==> config.mk <==
export PLATFORM = sky130hd
export DESIGN_NAME = motor_dac_ctrl
export DESIGN_NICKNAME = d
export VERILOG_FILES = /design/src/verilog/motor_dac_pkg.sv /design/src/verilog/axi_cmd_slave.sv /design/src/verilog/convst_timer.sv /design/src/verilog/dac_frame_shifter.sv /design/src/verilog/dac_sequencer.sv /design/src/verilog/motor_cmd_regs.sv /design/src/verilog/motor_dac_ctrl.sv /design/src/verilog/status_writer.sv
export SDC_FILE = /design/constraint.sdc
export NUM_CORES = 1
export LEC_CHECK = 0
export BUFFER_PORTS_ARGS = -buffer_cell sky130_fd_sc_hd__buf_2
export CORE_AREA = 5 5 156 158
export CTS_CLUSTER_SIZE = 25
export DETAILED_ROUTE_END_ITERATION = 6
export DIE_AREA = 0 0 161 163
export GPL_TIMING_DRIVEN = 0
export PLACE_DENSITY = 0.77
export SETUP_SLACK_MARGIN = 0.1
export SYNTH_ARGS = -nofsm -noshare
export SYNTH_HDL_FRONTEND = slang
export SYNTH_SLANG_ARGS = --single-unit
==> constraint.sdc <==
create_clock -name sys_clk -period 7.1 [get_ports sys_clk]
set_clock_uncertainty 0.15 [all_clocks]
set_input_delay 0.355 -clock sys_clk [delete_from_list [all_inputs] [get_ports sys_clk]]
set_output_delay 0.355 -clock sys_clk [all_outputs]
set_load 0.02 [all_outputs]
==> src/verilog/motor_dac_pkg.sv <==
`default_nettype none

package motor_dac_pkg;

	// ****************************************
	// AXI widths and codes
	// ****************************************
	localparam int AXI_DATA_W = 64;
	localparam int AXI_ADDR_W = 32;
	localparam int AXI_ID_W   = 4;
	localparam int AXI_LEN_W  = 8;

	localparam logic [1:0] BURST_INCR = 2'b01;
	localparam logic [1:0] RESP_OKAY  = 2'b00;

	// Command and status keys
	localparam logic [15:0] KEY_MOTOR_EN  = 16'hEAEA;
	localparam logic [15:0] KEY_DIR_POS   = 16'h1EAF;
	localparam logic [15:0] KEY_ALARM_RST = 16'hAAED;
	localparam logic [15:0] KEY_DAC_OK    = 16'hFBFB;	// Readback matched

	// ****************************************
	// Serial DAC
	// ****************************************
	localparam int DAC_VOLT_W  = 10;
	localparam int DAC_FRAME_W = 24;

	localparam logic [3:0] DAC_CMD_WRITE = 4'd3;
	localparam logic [3:0] DAC_CMD_READ  = 4'd9;
	localparam logic [3:0] DAC_ADDR_ALL  = 4'd9;
	localparam logic [3:0] DAC_ADDR_A    = 4'd1;

	localparam int DAC_RESET_SCLKS = 4;	// Reset low after power-up
	localparam int DAC_SYNC_GAP    = 10;	// Sync high before a frame

	// One 64-bit word, fields on beat one, period on beat two
	typedef union packed {
		struct packed {
			logic [15:0] motor_key;
			logic [15:0] dir_key;
			logic [15:0] volt_half;	// Voltage in low bits
			logic [15:0] tag_key;	// Alarm reset or DAC ok
		} f;
		struct packed {
			logic [31:0] period;
			logic [31:0] unused;
		} p;
	} cmd_word_t;

endpackage

`default_nettype wire

==> src/verilog/axi_cmd_slave.sv <==
`timescale 1ns/1ps
`default_nettype none

module axi_cmd_slave import motor_dac_pkg::*; (
	input  wire                  sys_clk,
	input  wire                  sys_rst,
	input  wire                  i_s_awvalid,
	input  wire                  i_s_wvalid,
	input  wire [AXI_DATA_W-1:0] i_s_wdata,
	input  wire                  i_s_wlast,
	input  wire                  i_s_bready,
	output logic                 o_s_awready,
	output logic                 o_s_wready,
	output logic                 o_s_bvalid,
	output logic [1:0]           o_s_bresp,
	output logic                 o_beat_valid,
	output logic                 o_beat_first,
	output cmd_word_t            o_beat_data
);

	localparam logic [1:0] ST_IDLE = 2'd0;
	localparam logic [1:0] ST_ADDR = 2'd1;
	localparam logic [1:0] ST_DATA = 2'd2;
	localparam logic [1:0] ST_RESP = 2'd3;

	logic [1:0] state;
	logic       first_pend;	// Next beat is beat one
	logic       w_fire;

	assign w_fire    = i_s_wvalid & o_s_wready;
	assign o_s_bresp = RESP_OKAY;	// Never an error

	always_ff @(posedge sys_clk) begin
		if (sys_rst) begin
			state        <= ST_IDLE;
			o_s_awready  <= 1'b0;
			o_s_wready   <= 1'b0;
			o_s_bvalid   <= 1'b0;
			o_beat_valid <= 1'b0;
			first_pend   <= 1'b0;
		end else begin
			o_beat_valid <= w_fire;	// Beat strobe one cycle late
			case (state)
				ST_IDLE: if (i_s_awvalid) begin
					o_s_awready <= 1'b1;	// One-cycle pulse
					state       <= ST_ADDR;
				end
				ST_ADDR: begin	// Address taken here, value ignored
					o_s_awready <= 1'b0;
					o_s_wready  <= 1'b1;
					first_pend  <= 1'b1;
					state       <= ST_DATA;
				end
				ST_DATA: if (w_fire) begin
					first_pend <= 1'b0;
					if (i_s_wlast) begin
						o_s_wready <= 1'b0;
						o_s_bvalid <= 1'b1;
						state      <= ST_RESP;
					end
				end
				default: if (i_s_bready) begin	// Hold response until taken
					o_s_bvalid <= 1'b0;
					state      <= ST_IDLE;
				end
			endcase
		end
	end

	// Beat payload
	always_ff @(posedge sys_clk) begin
		if (w_fire) begin
			o_beat_data  <= i_s_wdata;
			o_beat_first <= first_pend;
		end
	end

endmodule

`default_nettype wire

==> src/verilog/convst_timer.sv <==
`timescale 1ns/1ps
`default_nettype none

module convst_timer (
	input  wire        sys_clk,
	input  wire        sys_rst,
	input  wire        i_run,
	input  wire [31:0] i_period,
	output logic       o_trig_ad_convst
);

	logic [31:0] cnt;

	// One pulse every period plus one cycles
	always_ff @(posedge sys_clk) begin
		if (sys_rst || !i_run) begin	// Idle while motor off
			cnt              <= '0;
			o_trig_ad_convst <= 1'b0;
		end else if (cnt == i_period) begin
			cnt              <= '0;
			o_trig_ad_convst <= 1'b1;
		end else begin
			cnt              <= cnt + 1'b1;
			o_trig_ad_convst <= 1'b0;
		end
	end

endmodule

`default_nettype wire

==> src/verilog/dac_frame_shifter.sv <==
`timescale 1ns/1ps
`default_nettype none

module dac_frame_shifter import motor_dac_pkg::*; #(
	parameter int SCLK_DIV = 6	// sys_clk cycles per serial clock, even
) (
	input  wire                    sys_clk,
	input  wire                    sys_rst,
	input  wire                    i_frame_start,
	input  wire  [DAC_FRAME_W-1:0] i_frame_tx,
	input  wire                    i_dac_sdo,
	output logic                   o_frame_done,
	output logic [DAC_FRAME_W-1:0] o_frame_rx,
	output logic                   o_sclk_fall,
	output logic                   o_dac_sclk,
	output logic                   o_dac_sync_n,
	output logic                   o_dac_sdin
);

	localparam int DIV_W = $clog2(SCLK_DIV);
	localparam int CNT_W = $clog2(DAC_FRAME_W);

	localparam logic [1:0] ST_IDLE  = 2'd0;
	localparam logic [1:0] ST_GAP   = 2'd1;
	localparam logic [1:0] ST_SHIFT = 2'd2;

	logic [DIV_W-1:0]       div_cnt;
	logic                   sclk_rise;
	logic [1:0]             state;
	logic [CNT_W-1:0]       bit_cnt;
	logic [DAC_FRAME_W-1:0] tx_sr;

	// ****************************************
	// Free-running serial clock
	// ****************************************
	assign sclk_rise   = (div_cnt == DIV_W'(SCLK_DIV - 1));
	assign o_sclk_fall = (div_cnt == DIV_W'(SCLK_DIV / 2 - 1));

	always_ff @(posedge sys_clk) begin
		if (sys_rst) begin
			div_cnt    <= '0;
			o_dac_sclk <= 1'b0;
		end else begin
			div_cnt <= sclk_rise ? '0 : div_cnt + 1'b1;
			if (sclk_rise)
				o_dac_sclk <= 1'b1;
			else if (o_sclk_fall)
				o_dac_sclk <= 1'b0;
		end
	end

	// ****************************************
	// Frame: sync gap then 24 bits MSB first
	// ****************************************
	always_ff @(posedge sys_clk) begin
		if (sys_rst) begin
			state        <= ST_IDLE;
			bit_cnt      <= '0;
			o_dac_sync_n <= 1'b1;
			o_dac_sdin   <= 1'b0;
			o_frame_done <= 1'b0;
		end else begin
			o_frame_done <= 1'b0;
			case (state)
				ST_IDLE: if (i_frame_start) begin
					bit_cnt <= '0;
					state   <= ST_GAP;
				end
				ST_GAP: if (o_sclk_fall) begin
					if (bit_cnt == CNT_W'(DAC_SYNC_GAP - 1)) begin
						o_dac_sync_n <= 1'b0;
						o_dac_sdin   <= tx_sr[DAC_FRAME_W-1];	// First bit
						bit_cnt      <= '0;
						state        <= ST_SHIFT;
					end else begin
						bit_cnt <= bit_cnt + 1'b1;
					end
				end
				default: if (o_sclk_fall) begin	// SDIN moves on falling edges
					if (bit_cnt == CNT_W'(DAC_FRAME_W - 1)) begin
						o_dac_sync_n <= 1'b1;
						o_dac_sdin   <= 1'b0;
						o_frame_done <= 1'b1;
						state        <= ST_IDLE;
					end else begin
						o_dac_sdin <= tx_sr[DAC_FRAME_W-2];
						bit_cnt    <= bit_cnt + 1'b1;
					end
				end
			endcase
		end
	end

	// Payload shift registers
	always_ff @(posedge sys_clk) begin
		if (state == ST_IDLE && i_frame_start)
			tx_sr <= i_frame_tx;
		else if (state == ST_SHIFT && o_sclk_fall)
			tx_sr <= {tx_sr[DAC_FRAME_W-2:0], 1'b0};
		if (state == ST_SHIFT && sclk_rise)
			o_frame_rx <= {o_frame_rx[DAC_FRAME_W-2:0], i_dac_sdo};	// SDO on rising edge
	end

endmodule

`default_nettype wire

==> src/verilog/dac_sequencer.sv <==
`timescale 1ns/1ps
`default_nettype none

module dac_sequencer import motor_dac_pkg::*; (
	input  wire                    sys_clk,
	input  wire                    sys_rst,
	input  wire                    i_dac_start,
	input  wire  [DAC_VOLT_W-1:0]  i_dac_voltage,
	input  wire                    i_frame_done,
	input  wire  [DAC_FRAME_W-1:0] i_frame_rx,
	input  wire                    i_sclk_fall,
	output logic                   o_dac_reset_n,
	output logic                   o_frame_start,
	output logic [DAC_FRAME_W-1:0] o_frame_tx,
	output logic                   o_seq_done,
	output logic                   o_dac_ok
);

	localparam int RST_W = $clog2(DAC_RESET_SCLKS + 1);

	localparam logic [1:0] ST_RESET = 2'd0;
	localparam logic [1:0] ST_IDLE  = 2'd1;
	localparam logic [1:0] ST_WAIT  = 2'd2;
	localparam logic [1:0] ST_CHECK = 2'd3;

	logic [1:0]             state;
	logic [RST_W-1:0]       rst_cnt;
	logic [1:0]             frame_idx;	// 0 write, 1 read, 2 no-op
	logic [DAC_FRAME_W-1:0] write_frame;
	logic [DAC_FRAME_W-1:0] read_frame;

	assign write_frame = {DAC_CMD_WRITE, DAC_ADDR_ALL, i_dac_voltage, 6'd0};
	assign read_frame  = {DAC_CMD_READ, DAC_ADDR_A, 16'd0};

	always_ff @(posedge sys_clk) begin
		if (sys_rst) begin
			state         <= ST_RESET;
			rst_cnt       <= '0;
			frame_idx     <= '0;
			o_dac_reset_n <= 1'b0;
			o_frame_start <= 1'b0;
			o_seq_done    <= 1'b0;
			o_dac_ok      <= 1'b0;
		end else begin
			o_frame_start <= 1'b0;
			o_seq_done    <= 1'b0;
			case (state)
				// ****************************************
				// Power-up reset, counted in serial clocks
				// ****************************************
				ST_RESET: if (i_sclk_fall) begin
					rst_cnt <= rst_cnt + 1'b1;
					if (rst_cnt == RST_W'(DAC_RESET_SCLKS - 1)) begin
						o_dac_reset_n <= 1'b1;
						state         <= ST_IDLE;
					end
				end
				ST_IDLE: if (i_dac_start) begin	// Starts ignored elsewhere
					frame_idx     <= '0;
					o_frame_tx    <= write_frame;
					o_frame_start <= 1'b1;
					state         <= ST_WAIT;
				end
				ST_WAIT: if (i_frame_done) begin
					if (frame_idx == 2'd2) begin
						state <= ST_CHECK;	// Readback in from no-op
					end else begin
						frame_idx     <= frame_idx + 1'b1;
						o_frame_tx    <= (frame_idx == 2'd0) ? read_frame : '0;
						o_frame_start <= 1'b1;
					end
				end
				default: begin
					o_dac_ok   <= (i_frame_rx[11:2] == i_dac_voltage);
					o_seq_done <= 1'b1;
					state      <= ST_IDLE;
				end
			endcase
		end
	end

endmodule

`default_nettype wire

==> src/verilog/motor_cmd_regs.sv <==
`timescale 1ns/1ps
`default_nettype none

module motor_cmd_regs import motor_dac_pkg::*; (
	input  wire                   sys_clk,
	input  wire                   sys_rst,
	input  wire                   i_beat_valid,
	input  wire                   i_beat_first,
	input  cmd_word_t             i_beat_data,
	output logic                  o_motor_state,
	output logic                  o_motor_direction,
	output logic                  o_motor_alarm_reset,
	output logic [DAC_VOLT_W-1:0] o_dac_voltage,
	output logic [31:0]           o_trig_period,
	output logic                  o_dac_start
);

	logic period_loaded;	// Second beat just latched

	always_ff @(posedge sys_clk) begin
		if (sys_rst) begin
			o_motor_state       <= 1'b0;
			o_motor_direction   <= 1'b1;	// Positive at power-up
			o_motor_alarm_reset <= 1'b0;
			o_dac_voltage       <= '0;
			o_trig_period       <= '0;
			period_loaded       <= 1'b0;
			o_dac_start         <= 1'b0;
		end else begin
			period_loaded <= i_beat_valid & ~i_beat_first;
			o_dac_start   <= period_loaded;	// Start after period update

			// ****************************************
			// Beat one is the field view
			// ****************************************
			if (i_beat_valid && i_beat_first) begin
				o_motor_state       <= (i_beat_data.f.motor_key == KEY_MOTOR_EN);
				o_motor_direction   <= (i_beat_data.f.dir_key == KEY_DIR_POS);
				o_motor_alarm_reset <= (i_beat_data.f.tag_key == KEY_ALARM_RST);
				o_dac_voltage       <= i_beat_data.f.volt_half[DAC_VOLT_W-1:0];
			end

			// Beat two is the period view
			if (i_beat_valid && !i_beat_first)
				o_trig_period <= i_beat_data.p.period;
		end
	end

endmodule

`default_nettype wire

==> src/verilog/motor_dac_ctrl.sv <==
`timescale 1ns/1ps
`default_nettype none

module motor_dac_ctrl import motor_dac_pkg::*; #(
	parameter int                    SCLK_DIV    = 6,
	parameter logic [AXI_ADDR_W-1:0] STATUS_ADDR = '0
) (
	input  wire                    sys_clk,
	input  wire                    sys_rst,
	// Command slave
	input  wire                    i_s_awvalid,
	output logic                   o_s_awready,
	input  wire                    i_s_wvalid,
	output logic                   o_s_wready,
	input  wire  [AXI_DATA_W-1:0]  i_s_wdata,
	input  wire                    i_s_wlast,
	output logic                   o_s_bvalid,
	output logic [1:0]             o_s_bresp,
	input  wire                    i_s_bready,
	// Status master
	output logic                   o_m_awvalid,
	input  wire                    i_m_awready,
	output logic [AXI_ADDR_W-1:0]  o_m_awaddr,
	output logic [AXI_ID_W-1:0]    o_m_awid,
	output logic [AXI_LEN_W-1:0]   o_m_awlen,
	output logic [1:0]             o_m_awburst,
	output logic                   o_m_wvalid,
	input  wire                    i_m_wready,
	output logic [AXI_DATA_W-1:0]  o_m_wdata,
	output logic [AXI_DATA_W/8-1:0] o_m_wstrb,
	output logic                   o_m_wlast,
	input  wire                    i_m_bvalid,
	output logic                   o_m_bready,
	// DAC pins
	output logic                   o_dac_sclk,
	output logic                   o_dac_sync_n,
	output logic                   o_dac_sdin,
	output logic                   o_dac_reset_n,
	input  wire                    i_dac_sdo,
	// Motor pins
	output logic                   o_motor_state,
	output logic                   o_motor_direction,
	output logic                   o_motor_alarm_reset,
	output logic                   o_trig_ad_convst
);

	// ****************************************
	// Internal strobes and settings
	// ****************************************
	logic                   beat_valid;
	logic                   beat_first;
	cmd_word_t              beat_data;
	logic [DAC_VOLT_W-1:0]  dac_voltage;
	logic [31:0]            trig_period;
	logic                   dac_start;
	logic                   frame_start;
	logic                   frame_done;
	logic [DAC_FRAME_W-1:0] frame_tx;
	logic [DAC_FRAME_W-1:0] frame_rx;
	logic                   sclk_fall;
	logic                   seq_done;
	logic                   dac_ok;

	axi_cmd_slave u_axi_cmd_slave (
		.sys_clk, .sys_rst,
		.i_s_awvalid, .i_s_wvalid, .i_s_wdata, .i_s_wlast, .i_s_bready,
		.o_s_awready, .o_s_wready, .o_s_bvalid, .o_s_bresp,
		.o_beat_valid (beat_valid),
		.o_beat_first (beat_first),
		.o_beat_data  (beat_data)
	);

	motor_cmd_regs u_motor_cmd_regs (
		.sys_clk, .sys_rst,
		.i_beat_valid (beat_valid),
		.i_beat_first (beat_first),
		.i_beat_data  (beat_data),
		.o_motor_state, .o_motor_direction, .o_motor_alarm_reset,
		.o_dac_voltage (dac_voltage),
		.o_trig_period (trig_period),
		.o_dac_start   (dac_start)
	);

	dac_frame_shifter #(.SCLK_DIV(SCLK_DIV)) u_dac_frame_shifter (
		.sys_clk, .sys_rst,
		.i_frame_start (frame_start),
		.i_frame_tx    (frame_tx),
		.i_dac_sdo,
		.o_frame_done  (frame_done),
		.o_frame_rx    (frame_rx),
		.o_sclk_fall   (sclk_fall),
		.o_dac_sclk, .o_dac_sync_n, .o_dac_sdin
	);

	dac_sequencer u_dac_sequencer (
		.sys_clk, .sys_rst,
		.i_dac_start   (dac_start),
		.i_dac_voltage (dac_voltage),
		.i_frame_done  (frame_done),
		.i_frame_rx    (frame_rx),
		.i_sclk_fall   (sclk_fall),
		.o_dac_reset_n,
		.o_frame_start (frame_start),
		.o_frame_tx    (frame_tx),
		.o_seq_done    (seq_done),
		.o_dac_ok      (dac_ok)
	);

	convst_timer u_convst_timer (
		.sys_clk, .sys_rst,
		.i_run    (o_motor_state),	// Trigger only while motor runs
		.i_period (trig_period),
		.o_trig_ad_convst
	);

	status_writer #(.STATUS_ADDR(STATUS_ADDR)) u_status_writer (
		.sys_clk, .sys_rst,
		.i_seq_done        (seq_done),
		.i_dac_ok          (dac_ok),
		.i_motor_state     (o_motor_state),
		.i_motor_direction (o_motor_direction),
		.i_dac_voltage     (dac_voltage),
		.i_trig_period     (trig_period),
		.i_m_awready, .i_m_wready, .i_m_bvalid,
		.o_m_awvalid, .o_m_awaddr, .o_m_awid, .o_m_awlen, .o_m_awburst,
		.o_m_wvalid, .o_m_wdata, .o_m_wstrb, .o_m_wlast, .o_m_bready
	);

endmodule

`default_nettype wire

==> src/verilog/status_writer.sv <==
`timescale 1ns/1ps
`default_nettype none

module status_writer import motor_dac_pkg::*; #(
	parameter logic [AXI_ADDR_W-1:0] STATUS_ADDR = '0
) (
	input  wire                     sys_clk,
	input  wire                     sys_rst,
	input  wire                     i_seq_done,
	input  wire                     i_dac_ok,
	input  wire                     i_motor_state,
	input  wire                     i_motor_direction,
	input  wire  [DAC_VOLT_W-1:0]   i_dac_voltage,
	input  wire  [31:0]             i_trig_period,
	input  wire                     i_m_awready,
	input  wire                     i_m_wready,
	input  wire                     i_m_bvalid,
	output logic                    o_m_awvalid,
	output logic [AXI_ADDR_W-1:0]   o_m_awaddr,
	output logic [AXI_ID_W-1:0]     o_m_awid,
	output logic [AXI_LEN_W-1:0]    o_m_awlen,
	output logic [1:0]              o_m_awburst,
	output logic                    o_m_wvalid,
	output logic [AXI_DATA_W-1:0]   o_m_wdata,
	output logic [AXI_DATA_W/8-1:0] o_m_wstrb,
	output logic                    o_m_wlast,
	output logic                    o_m_bready
);

	localparam logic [1:0] ST_IDLE = 2'd0;
	localparam logic [1:0] ST_ADDR = 2'd1;
	localparam logic [1:0] ST_DATA = 2'd2;
	localparam logic [1:0] ST_RESP = 2'd3;

	logic [1:0] state;
	logic       pending;	// One report waiting behind a busy burst
	cmd_word_t  beat_a;
	cmd_word_t  beat_b;
	cmd_word_t  hold_b;	// Second beat frozen at launch

	// Fixed burst shape, two beats
	assign o_m_awaddr  = STATUS_ADDR;
	assign o_m_awlen   = AXI_LEN_W'(1);
	assign o_m_awburst = BURST_INCR;
	assign o_m_wstrb   = '1;

	always_comb begin
		beat_a.f.motor_key = i_motor_state ? KEY_MOTOR_EN : 16'd0;
		beat_a.f.dir_key   = i_motor_direction ? KEY_DIR_POS : 16'd0;
		beat_a.f.volt_half = {{(16 - DAC_VOLT_W){1'b0}}, i_dac_voltage};
		beat_a.f.tag_key   = i_dac_ok ? KEY_DAC_OK : 16'd0;
		beat_b.p.period    = i_trig_period;
		beat_b.p.unused    = '0;
	end

	always_ff @(posedge sys_clk) begin
		if (sys_rst) begin
			state       <= ST_IDLE;
			pending     <= 1'b0;
			o_m_awid    <= '0;	// First burst gets id 1
			o_m_awvalid <= 1'b0;
			o_m_wvalid  <= 1'b0;
			o_m_wlast   <= 1'b0;
			o_m_bready  <= 1'b0;
		end else begin
			case (state)
				ST_IDLE: if (i_seq_done || pending) begin
					pending     <= 1'b0;
					o_m_awid    <= o_m_awid + 1'b1;
					o_m_awvalid <= 1'b1;
					o_m_wdata   <= beat_a;
					hold_b      <= beat_b;
					state       <= ST_ADDR;
				end
				ST_ADDR: if (i_m_awready) begin
					o_m_awvalid <= 1'b0;
					o_m_wvalid  <= 1'b1;
					state       <= ST_DATA;
				end
				ST_DATA: if (i_m_wready) begin
					if (o_m_wlast) begin
						o_m_wvalid <= 1'b0;
						o_m_wlast  <= 1'b0;
						o_m_bready <= 1'b1;
						state      <= ST_RESP;
					end else begin
						o_m_wdata <= hold_b;	// Period beat, last
						o_m_wlast <= 1'b1;
					end
				end
				default: if (i_m_bvalid) begin
					o_m_bready <= 1'b0;
					state      <= ST_IDLE;
				end
			endcase
			if (i_seq_done && state != ST_IDLE)
				pending <= 1'b1;
		end
	end

endmodule

`default_nettype wire
Word-level counts from Yosys, hierarchy flattened
Index checks and enable logic that the tools add are counted.
{"block": "word_totals", "regBits": 344, "latch_bits": 0, "ramBits": 0, "romBits": 0, "output_inout_bits": 135, "elab_cells": 248, "mem_count": 0}
{"block": "op_classes", "n_addsub": 6, "mul": 0, "n_div": 0, "n_lt_le_gt_ge": 0, "n_eq_ne": 37, "n_shift": 0, "muxes": 92, "bitwise_logic": 8, "n_reduce_logical": 62}
{"op": "$mux W64", "count": 3}
{"op": "$mux W24", "count": 6}
{"op": "$pmux W64 S2", "count": 1}
{"op": "$pmux W24 S2", "count": 1}
{"op": "$mux W2", "count": 22}
{"op": "$mux W1", "count": 35}
{"op": "$add A32 B1 Y32 const B", "count": 1}
{"op": "$eq A16 B16 Y1 const B", "count": 2}
{"op": "$eq A32 B32 Y1", "count": 1}
{"op": "$mux W16", "count": 2}
{"op": "$reduce_bool A2 Y1", "count": 15}
{"op": "$reduce_and A4 Y1", "count": 7}
{"op": "$mux W5", "count": 5}
{"op": "$reduce_and A5 Y1", "count": 5}
{"op": "$pmux W1 S2", "count": 10}
{"op": "$ne A2 B2 Y1 const B", "count": 9}
{"op": "$pmux W2 S3", "count": 3}
{"op": "$eq A16 B13 Y1 const B", "count": 1}
{"op": "$ne A2 B1 Y1 const B", "count": 8}
{"op": "$reduce_and A3 Y1", "count": 5}
{"op": "$mux W13", "count": 1}
{"op": "$reduce_and A2 Y1", "count": 6}
{"op": "$eq A10 B10 Y1", "count": 1}
{"op": "$eq A2 B2 Y1 const B", "count": 5}
{"op": "other kinds (23)", "count": 50}

Longest topological paths before layout
Gate-level depths: netlist of run 1.
{"block": "depth", "depth_word": 5, "mapped_depth": 7, "ltp_nobuf": 6}

Modules after synthesis
A second synthesis of run 1 with hierarchy kept.
{"block": "unflattened", "cells_unflattened": 1100, "area_unflattened_um2": 13521.7}
{"module": "status_writer", "n_inst": 1, "cells_per_inst": 286, "area_each_um2": 3728.6, "seq_area_each_um2": 2472.4}
{"module": "dac_frame_shifter", "n_inst": 1, "cells_per_inst": 162, "area_each_um2": 2504.9, "seq_area_each_um2": 1721.7}
{"module": "axi_cmd_slave", "n_inst": 1, "cells_per_inst": 111, "area_each_um2": 2348.5, "seq_area_each_um2": 2092.0}
{"module": "convst_timer", "n_inst": 1, "cells_per_inst": 210, "area_each_um2": 1898.1, "seq_area_each_um2": 660.6}
{"module": "motor_cmd_regs", "n_inst": 1, "cells_per_inst": 215, "area_each_um2": 1752.9, "seq_area_each_um2": 940.9}
{"module": "dac_sequencer", "n_inst": 1, "cells_per_inst": 116, "area_each_um2": 1288.7, "seq_area_each_um2": 610.6}

Worst setup path after synthesis of run 1
Ideal clock, no wire load.
{"block": "synth_path", "path_kind": "register -> register", "start": "register u_status_writer.state[0]", "end": "register u_status_writer.o_m_wdata[15] (enable)", "setup_time_ns": 0.550, "t_arrival_ns": 5.141, "setup_slack_ns": 1.259, "stages_incl_launch_ff": 6, "n_path_buf": 1, "synth_period_minus_slack_ns": 5.841, "path_cell_list": "dfxtp_1 > inv_1 > ha_1 > clkbuf_1 > nor2_1 > nor4_1"}
{"block": "synth_between", "elab_chain_len": 3, "elab_cells_between_ends": 7, "cone_classes": "4 x eq/ne; 3 x reduce/logical"}
{"element": "from (decl)", "line": "status_writer.sv:35", "text": "logic [1:0] state;"}
{"element": "from (signal assigned)", "line": "status_writer.sv:58", "text": "state <= ST_IDLE;"}
{"element": "from (signal assigned)", "line": "status_writer.sv:73", "text": "state <= ST_ADDR;"}
{"element": "from (signal assigned)", "line": "status_writer.sv:78", "text": "state <= ST_DATA;"}
{"element": "$eq A2 B2 Y1 / $logic_not A2 Y1 (equally long branches)", "line": "status_writer.sv:66", "text": "case (state)"}
{"element": "$ne A2 B2 Y1 (no source line) (tied with other cells)"}
{"element": "$reduce_and A5 Y1 (no source line) *"}
{"element": "to (signal assigned)", "line": "status_writer.sv:71", "text": "o_m_wdata <= beat_a;"}
{"element": "to (signal assigned)", "line": "status_writer.sv:87", "text": "o_m_wdata <= hold_b;"}
{"element": "to (decl)", "line": "status_writer.sv:24", "text": "output logic [AXI_DATA_W-1:0] o_m_wdata,"}
Every way passes the cells marked *; elsewhere a longest branch is shown, timed or not.
A chain may end at the register's enable or synchronous reset.

Worst setup path after layout of run 1
{"block": "layout_path", "start": "register u_status_writer.state[0]", "end": "register u_status_writer.o_m_wdata[24] (enable)"}
The elaborated chain is that of the path after synthesis.

==> impl_metrics.csv, run 1 <==
group,metric,value,unit
synth,syn_inst,1092,
timing,slew_headroom,27.0,%
synth,ys.flop_type,"edfxtp_1",
clocking,clk_pin_slew_worst_paths,60,ps
setup_path,critPathSlowestCell,"nor4_2",
timing,max_freq,291,MHz
setup_path,crit_chain,"inv_1, ha_1, clkbuf_1, nor2_1, nor4_2, buf_4, buf_4, buf_4",
setup_path,crit_top_cell,"buf_4",
place,gp_congestion,0.892,
final_layout,drive_gt1_share,21.4,%
timing,finalCritPeriodShare,48.4,%
setup_path,start_kind,"flip-flop",
grt,grt_pass1_vias,8707,
place,place_hpwl,19800,microns
timing,hold_viol,0,
timing,setup_viol,0,
synth,yosysWarnings,0,
synth,postSynthAreaPerCell,11.5,sq um
floorplanning,die-area,26200,sq um
grt,antenna_found_initial,0,
setup_path,critPathCaptureType,"flip-flop",
final_layout,final_util,67.8,%
synth,ys_seq_elements,300,
clocking,insertion_delay,550,ps
timing,period_minus_slack,3440,ps
setup_path,crit_arrival,3540,ps
final_layout,layout_commonest_cell,"nand2_1",
final_layout,final_cells,1709,
routing,drtIter0Drc,650,
setup_path,worstPathRequired,7200,ps
floorplanning,start_util,54.7,%
routing,dr.pass1.iters,5,
routing,routed_wl,29200,microns
synth,syn_area,12600,sq um
routing,post_drt_via_cell_ratio,5.24,
timing,maxSlewViolCount,0,
floorplanning,die_y,163,microns
pwr,power,4.22,mW
final_layout,area_growth,23.9,%
pwr,p_leak,5.73,nW
synth,post_synth_num_cell_types,57,
timing,tightestPinTransition,1090,ps
status,status,"completed",
clocking,root_buffer,"clkbuf_16",
routing,vias,8963,
final_layout,final_area,15600,sq um
grt,grt_pass1_wl,45700,microns
clocking,cts_buffers,29,
pwr,powerDensity,271,nW/um^2
timing,rsz0062_at_grt,"no",
grt,grt_max_degree,64,
final_layout,mostFrequentLayoutCells,"196 x nand2_1, 177 x edfxtp_1, 150 x buf_2",
clocking,tritoncts,"done",
synth,ys_seq_area_share,61.9,%
routing,drc,0,
place,place_area,13900,sq um
clocking,post_cts_resized,0,
synth,yosys-top-cells-area,"edfxtp_1 42%, dfxtp_1 20%, nand2_1 5.9%",
grt,track_usage,21.6,%
clocking,clock_path_buffers,3,
grt,overflow,0,
setup_path,crit_type,"flip-flop to flip-flop",
clocking,clock_sinks,300,
timing,whs,29.3,ps
pwr,ir_worst_vdd,0.000209,V
setup_path,worstPathMaxFanout,10,
floorplanning,rows,56,
place,port-buffer-count,142,
hold_path,hold_class,"input port to flip-flop",
final_layout,antenna_cells,0,
synth,yosysTopAreaCellShare,42.3,%
synth,synth_top_cell_by_area,"edfxtp_1",
floorplanning,core_area,23000,sq um
final_layout,num-nets-final,1494,
synth,synthArstFlopShare,0,%
place,dpl.cell_count,1591,
synth,synth_edf_count,177,
floorplanning,die_w,161,microns
routing,postRouteAntennaNets,0,
routing,wire_per_inst,17.1,microns
floorplanning,io_pins,209,
setup_path,slowest_delay,830,ps
flow_run,max_cap_violations,0,
clocking,htreeDepth,1,
## metal layers
metal / wire [microns] / share of wire, % / global-route usage [%]
met4: 733 / 2.5 / 6.13
met2: 13800 / 47 / 36.0
met5: 0 / 0 / 0
met3: 2380 / 8.2 / 4.61
met1: 12300 / 42 / 28.9
## stage by stage
stage | TNS, ps | setup WS [ps]
finish | 0 | 3660
global route | 0 | 3470
CTS | 0 | 3620
detailed placement | 0 | 3630
global placement | -73210 | -1710
floorplan | 0 | 1260
## final cells by class
| type | count | area (sq um) |
|---|---|---|
| Inverter | 25 | 93.8 |
| Timing Repair Buffer | 215 | 1430 |
| Clock buffer | 45 | 908 |
| Clock inverter | 9 | 73.8 |
| Multi-Input combinational cell | 698 | 4150 |
| Tap cell | 290 | 363 |
| Sequential cell | 300 | 7780 |
| Fill cell | 1715 | 7410 |
| Buffer | 127 | 772 |
## timing repair
action,in CTS,in global routing
buffers inserted,0,0
hold buffers,64,0
hold endpoints to repair,64,0
## critical path, delay by kind of cell (launching register included)
kind	cells	cell delay (ps)
buffers and inverters	5	1300
adder cells (fa/ha/maj)	1	350
flip-flops	1	340
AND/OR/NAND/NOR	2	990
## power by group
part | switching [mW] | internal (mW) | total (mW)
combinational | 0.387 | 0.219 | 0.605
clock | 0.650 | 0.914 | 1.56
sequential | 0.0695 | 1.98 | 2.05
total | 1.11 | 3.11 | 4.22
## flip-flops by register name, summed over array words and instances, names as in the netlist, 2 cells and up
| name | flops |
|---|---|
| u_axi_cmd_slave.o_beat_data | 58 |
| u_axi_cmd_slave.state | 2 |
| u_convst_timer.cnt | 32 |
| u_dac_frame_shifter.bit_cnt | 5 |
| u_dac_frame_shifter.div_cnt | 3 |
| u_dac_frame_shifter.o_frame_rx | 12 |
| u_dac_frame_shifter.state | 2 |
| u_dac_frame_shifter.tx_sr | 18 |
| u_dac_sequencer.frame_idx | 2 |
| u_dac_sequencer.o_frame_tx | 13 |
| u_dac_sequencer.rst_cnt | 3 |
| u_dac_sequencer.state | 2 |
| u_motor_cmd_regs.o_dac_voltage | 10 |
| u_motor_cmd_regs.o_trig_period | 32 |
| u_status_writer.hold_b | 32 |
| u_status_writer.o_m_awid | 4 |
| u_status_writer.o_m_wdata | 43 |
| u_status_writer.state | 2 |
## worst paths after layout
kind                                          start                                end  slack, ps  depth (start not counted)
setup / recovery           u_status_writer.state[0]      u_status_writer.o_m_wdata[24]       3660                          8
hold / removal                           i_s_bready         u_axi_cmd_slave.o_s_bvalid         30                          4
setup reg to reg           u_status_writer.state[0]      u_status_writer.o_m_wdata[24]       3660                          8
hold reg to reg   u_dac_frame_shifter.o_frame_rx[0]  u_dac_frame_shifter.o_frame_rx[1]        270                          0
## cell families (layout without fill, tap and decap cells)
family	after synthesis	count (layout)	synth area share (%)
AND/OR/NAND/NOR	394	394	15.5
adder cells (fa/ha/maj)	24	24	2.39
multiplexers	8	8	0.657
AO/OA/AOI/OAI	153	153	8.49
XOR/XNOR	59	59	4.11
other	2	60	0.0598
flip-flops	300	300	61.9
buffers and inverters	152	421	6.86
## synthesized netlist by cell type (13+ instances only)
library cell  count
a21oi_1          67
ha_1             24
o31ai_1          14
nand2_1         196
buf_4            73
a211oi_1         19
nand3_1          19
dfxtp_1         123
o21ai_0          16
nor2_1           33
clkbuf_1         41
edfxtp_1        177
xnor2_1          50
nor2b_1          35
or4_1            13
a221oi_2         15
nand4_1          20
inv_1            24
and2_1           16
Note: power is estimated with default switching activity, not from simulation.
==> inputs of run 2 (changes only) <==
- CORE_AREA: 5 5 156 158 -> 5 5 163 165
- DIE_AREA: 0 0 161 163 -> 0 0 168 170
- PLACE_DENSITY: 0.77 -> 0.74
- clock period: 7.1 -> 3.1 ns (I/O delays scaled with it)
==> run 2 against run 1 <==
Register-to-register slack got worse by 3200 ps. Wire length decreased by 0.29%. Total power increased by 140%. Cell area increased by 1.4%. Critical path type unchanged. Largest power group unchanged.
==> impl_metrics.csv, run 2 (synthesized netlist as in run 1, its figures left out) <==
group,metric,value,unit
status,status,"completed",
final_layout,layout_commonest_cell,"nand2_1",
grt,track_usage,19.8,%
grt,grt_max_degree,64,
pwr,pwr-share-comb,14.3,%
grt,met1_usage,26.3,%
grt,overflow,0,
place,place_hpwl,19800,microns
routing,routed_wl,29100,microns
setup_path,critPathCaptureType,"flip-flop",
routing,postRouteAntennaNets,0,
final_layout,drive_gt1_share,21.9,%
floorplanning,io_pins,209,
final_layout,register_area,7780,sq um
place,place_area,14000,sq um
place,gp_congestion,0.868,
timing,slew_headroom,26.2,%
timing,whs,31.0,ps
final_layout,multi_input_area,4180,sq um
clocking,htreeDepth,1,
pwr,power,9.96,mW
final_layout,top_regs,"u_axi_cmd_slave.o_beat_data (58), u_status_writer.o_m_wdata (43)",
pwr,powerDensity,630,nW/um^2
pwr,pwr-share-clk,38.7,%
floorplanning,start_util,50.5,%
timing,tightestPinTransition,1100,ps
setup_path,crit_type,"flip-flop to flip-flop",
clocking,insertion_delay,550,ps
grt,grt_pass1_wl,45700,microns
floorplanning,die-area,28600,sq um
timing,setup_ws,432,ps
routing,drtIter0Drc,677,
routing,drc,0,
clocking,post_cts_resized,0,
pwr,sw_frac_of_total,25.8,%
setup_path,crit_arrival,2920,ps
routing,vias,8913,
routing,wire_per_inst,16.6,microns
final_layout,final_area,15800,sq um
final_layout,largest_register_ffs,58,
pwr,p_switching,2.56,mW
clocking,cts_buffers,31,
final_layout,area_growth,25.7,%
setup_path,worstPathMaxFanout,10,
clocking,clock_sinks,300,
pwr,ir_worst_vdd,0.000600,V
grt,met3_usage,3.51,%
floorplanning,rows,58,
flow_run,max_cap_violations,0,
timing,max_freq,375,MHz
grt,grt_pass1_vias,8752,
final_layout,num-nets-final,1497,
pwr,p_int,7.39,mW
place,preCtsSetupSlack,438,ps
floorplanning,core_area,24900,sq um
final_layout,mostFrequentLayoutCells,"196 x nand2_1, 177 x edfxtp_1, 150 x buf_2",
timing,period_minus_slack,2670,ps
grt,gr-usage-met2,32.7,%
floorplanning,die_y,170,microns
place,port-buffer-count,142,
final_layout,regMostFlops,"u_axi_cmd_slave.o_beat_data",
clocking,cts_hold_buf,68,
clocking,postCtsSetupBuffers,0,
routing,post_drt_via_cell_ratio,5.08,
timing,rsz0062_at_grt,"no",
floorplanning,die_w,168,microns
clocking,clock_path_buffers,3,
clocking,tritoncts,"done",
timing,finalCritPeriodShare,86.1,%
grt,grt.busiest_layer,"met2",
timing,hold_viol,0,
setup_path,worstPathRequired,3350,ps
timing,setup_viol,0,
timing,maxSlewViolCount,0,
pwr,p_leak,5.80,nW
pwr,p_seq_share,47.1,%
grt,antenna_found_initial,0,
setup_path,start_kind,"flip-flop",
final_layout,fill_cells,1959,
hold_path,hold_class,"input port to flip-flop",
routing,dr.pass1.iters,5,
clocking,root_buffer,"clkbuf_16",
clocking,clk_pin_slew_worst_paths,60,ps
-- run 2: path summary, 6_finish.rpt --
check	from	end	slack, ps	cells past startpoint
setup / recovery	u_convst_timer.cnt[23]	u_convst_timer.cnt[6]	430	6
hold / removal	i_s_bready	u_axi_cmd_slave.state[0]	30	5
setup reg to reg	u_convst_timer.cnt[23]	u_convst_timer.cnt[6]	430	6
hold reg to reg	u_dac_frame_shifter.o_frame_rx[1]	u_dac_frame_shifter.o_frame_rx[2]	280	0
-- run 2: per-stage QoR --
stage / cells / TNS (ps) / utilization, %
floorplan: 1150 / 0 / -
global placement: 1622 / -55150 / 56.0
detailed placement: 1628 / 0 / 56.3
CTS: 1753 / 0 / 63.5
global route: 1753 / 0 / 63.5
finish: 1754 / 0 / 63.5
-- run 2: cell type report --
cell class | instances | area share, %
Sequential cell | 300 | 49.2
Multi-Input combinational cell | 698 | 26.4
Timing Repair Buffer | 216 | 9.31
Clock buffer | 42 | 5.88
Buffer | 127 | 4.91
Tap cell | 330 | 2.61
Clock inverter | 15 | 1.01
Inverter | 25 | 0.594
Antenna cell | 1 | 0.0158
-- run 2: critical path: stages (launching register included) --
cell	delay (ps)
dfxtp_1	310
clkbuf_1	250
xnor2_1	180
nand4_1	150
nor4_1	840
clkbuf_1	480
a211oi_1	160
-- run 2: power groups by stage --
stage,Combinational (mW),Sequential (mW),Clock [mW]
final,1.42,4.69,3.85
after global routing,1.55,4.72,4.10
after CTS,1.41,4.69,3.91
after detailed placement,1.33,4.77,0
after global placement,1.28,4.77,0
after floorplan,0.845,4.83,0
-- run 2: layer usage --
| layer | part of all wire, % | up-vias |
|---|---|---|
| met2 | 47 | 325 |
| met4 | 3.4 | 0 |
| met1 | 43 | 4184 |
| met3 | 7.2 | 63 |
| met5 | 0 | - |
| li1 | - | 4341 |
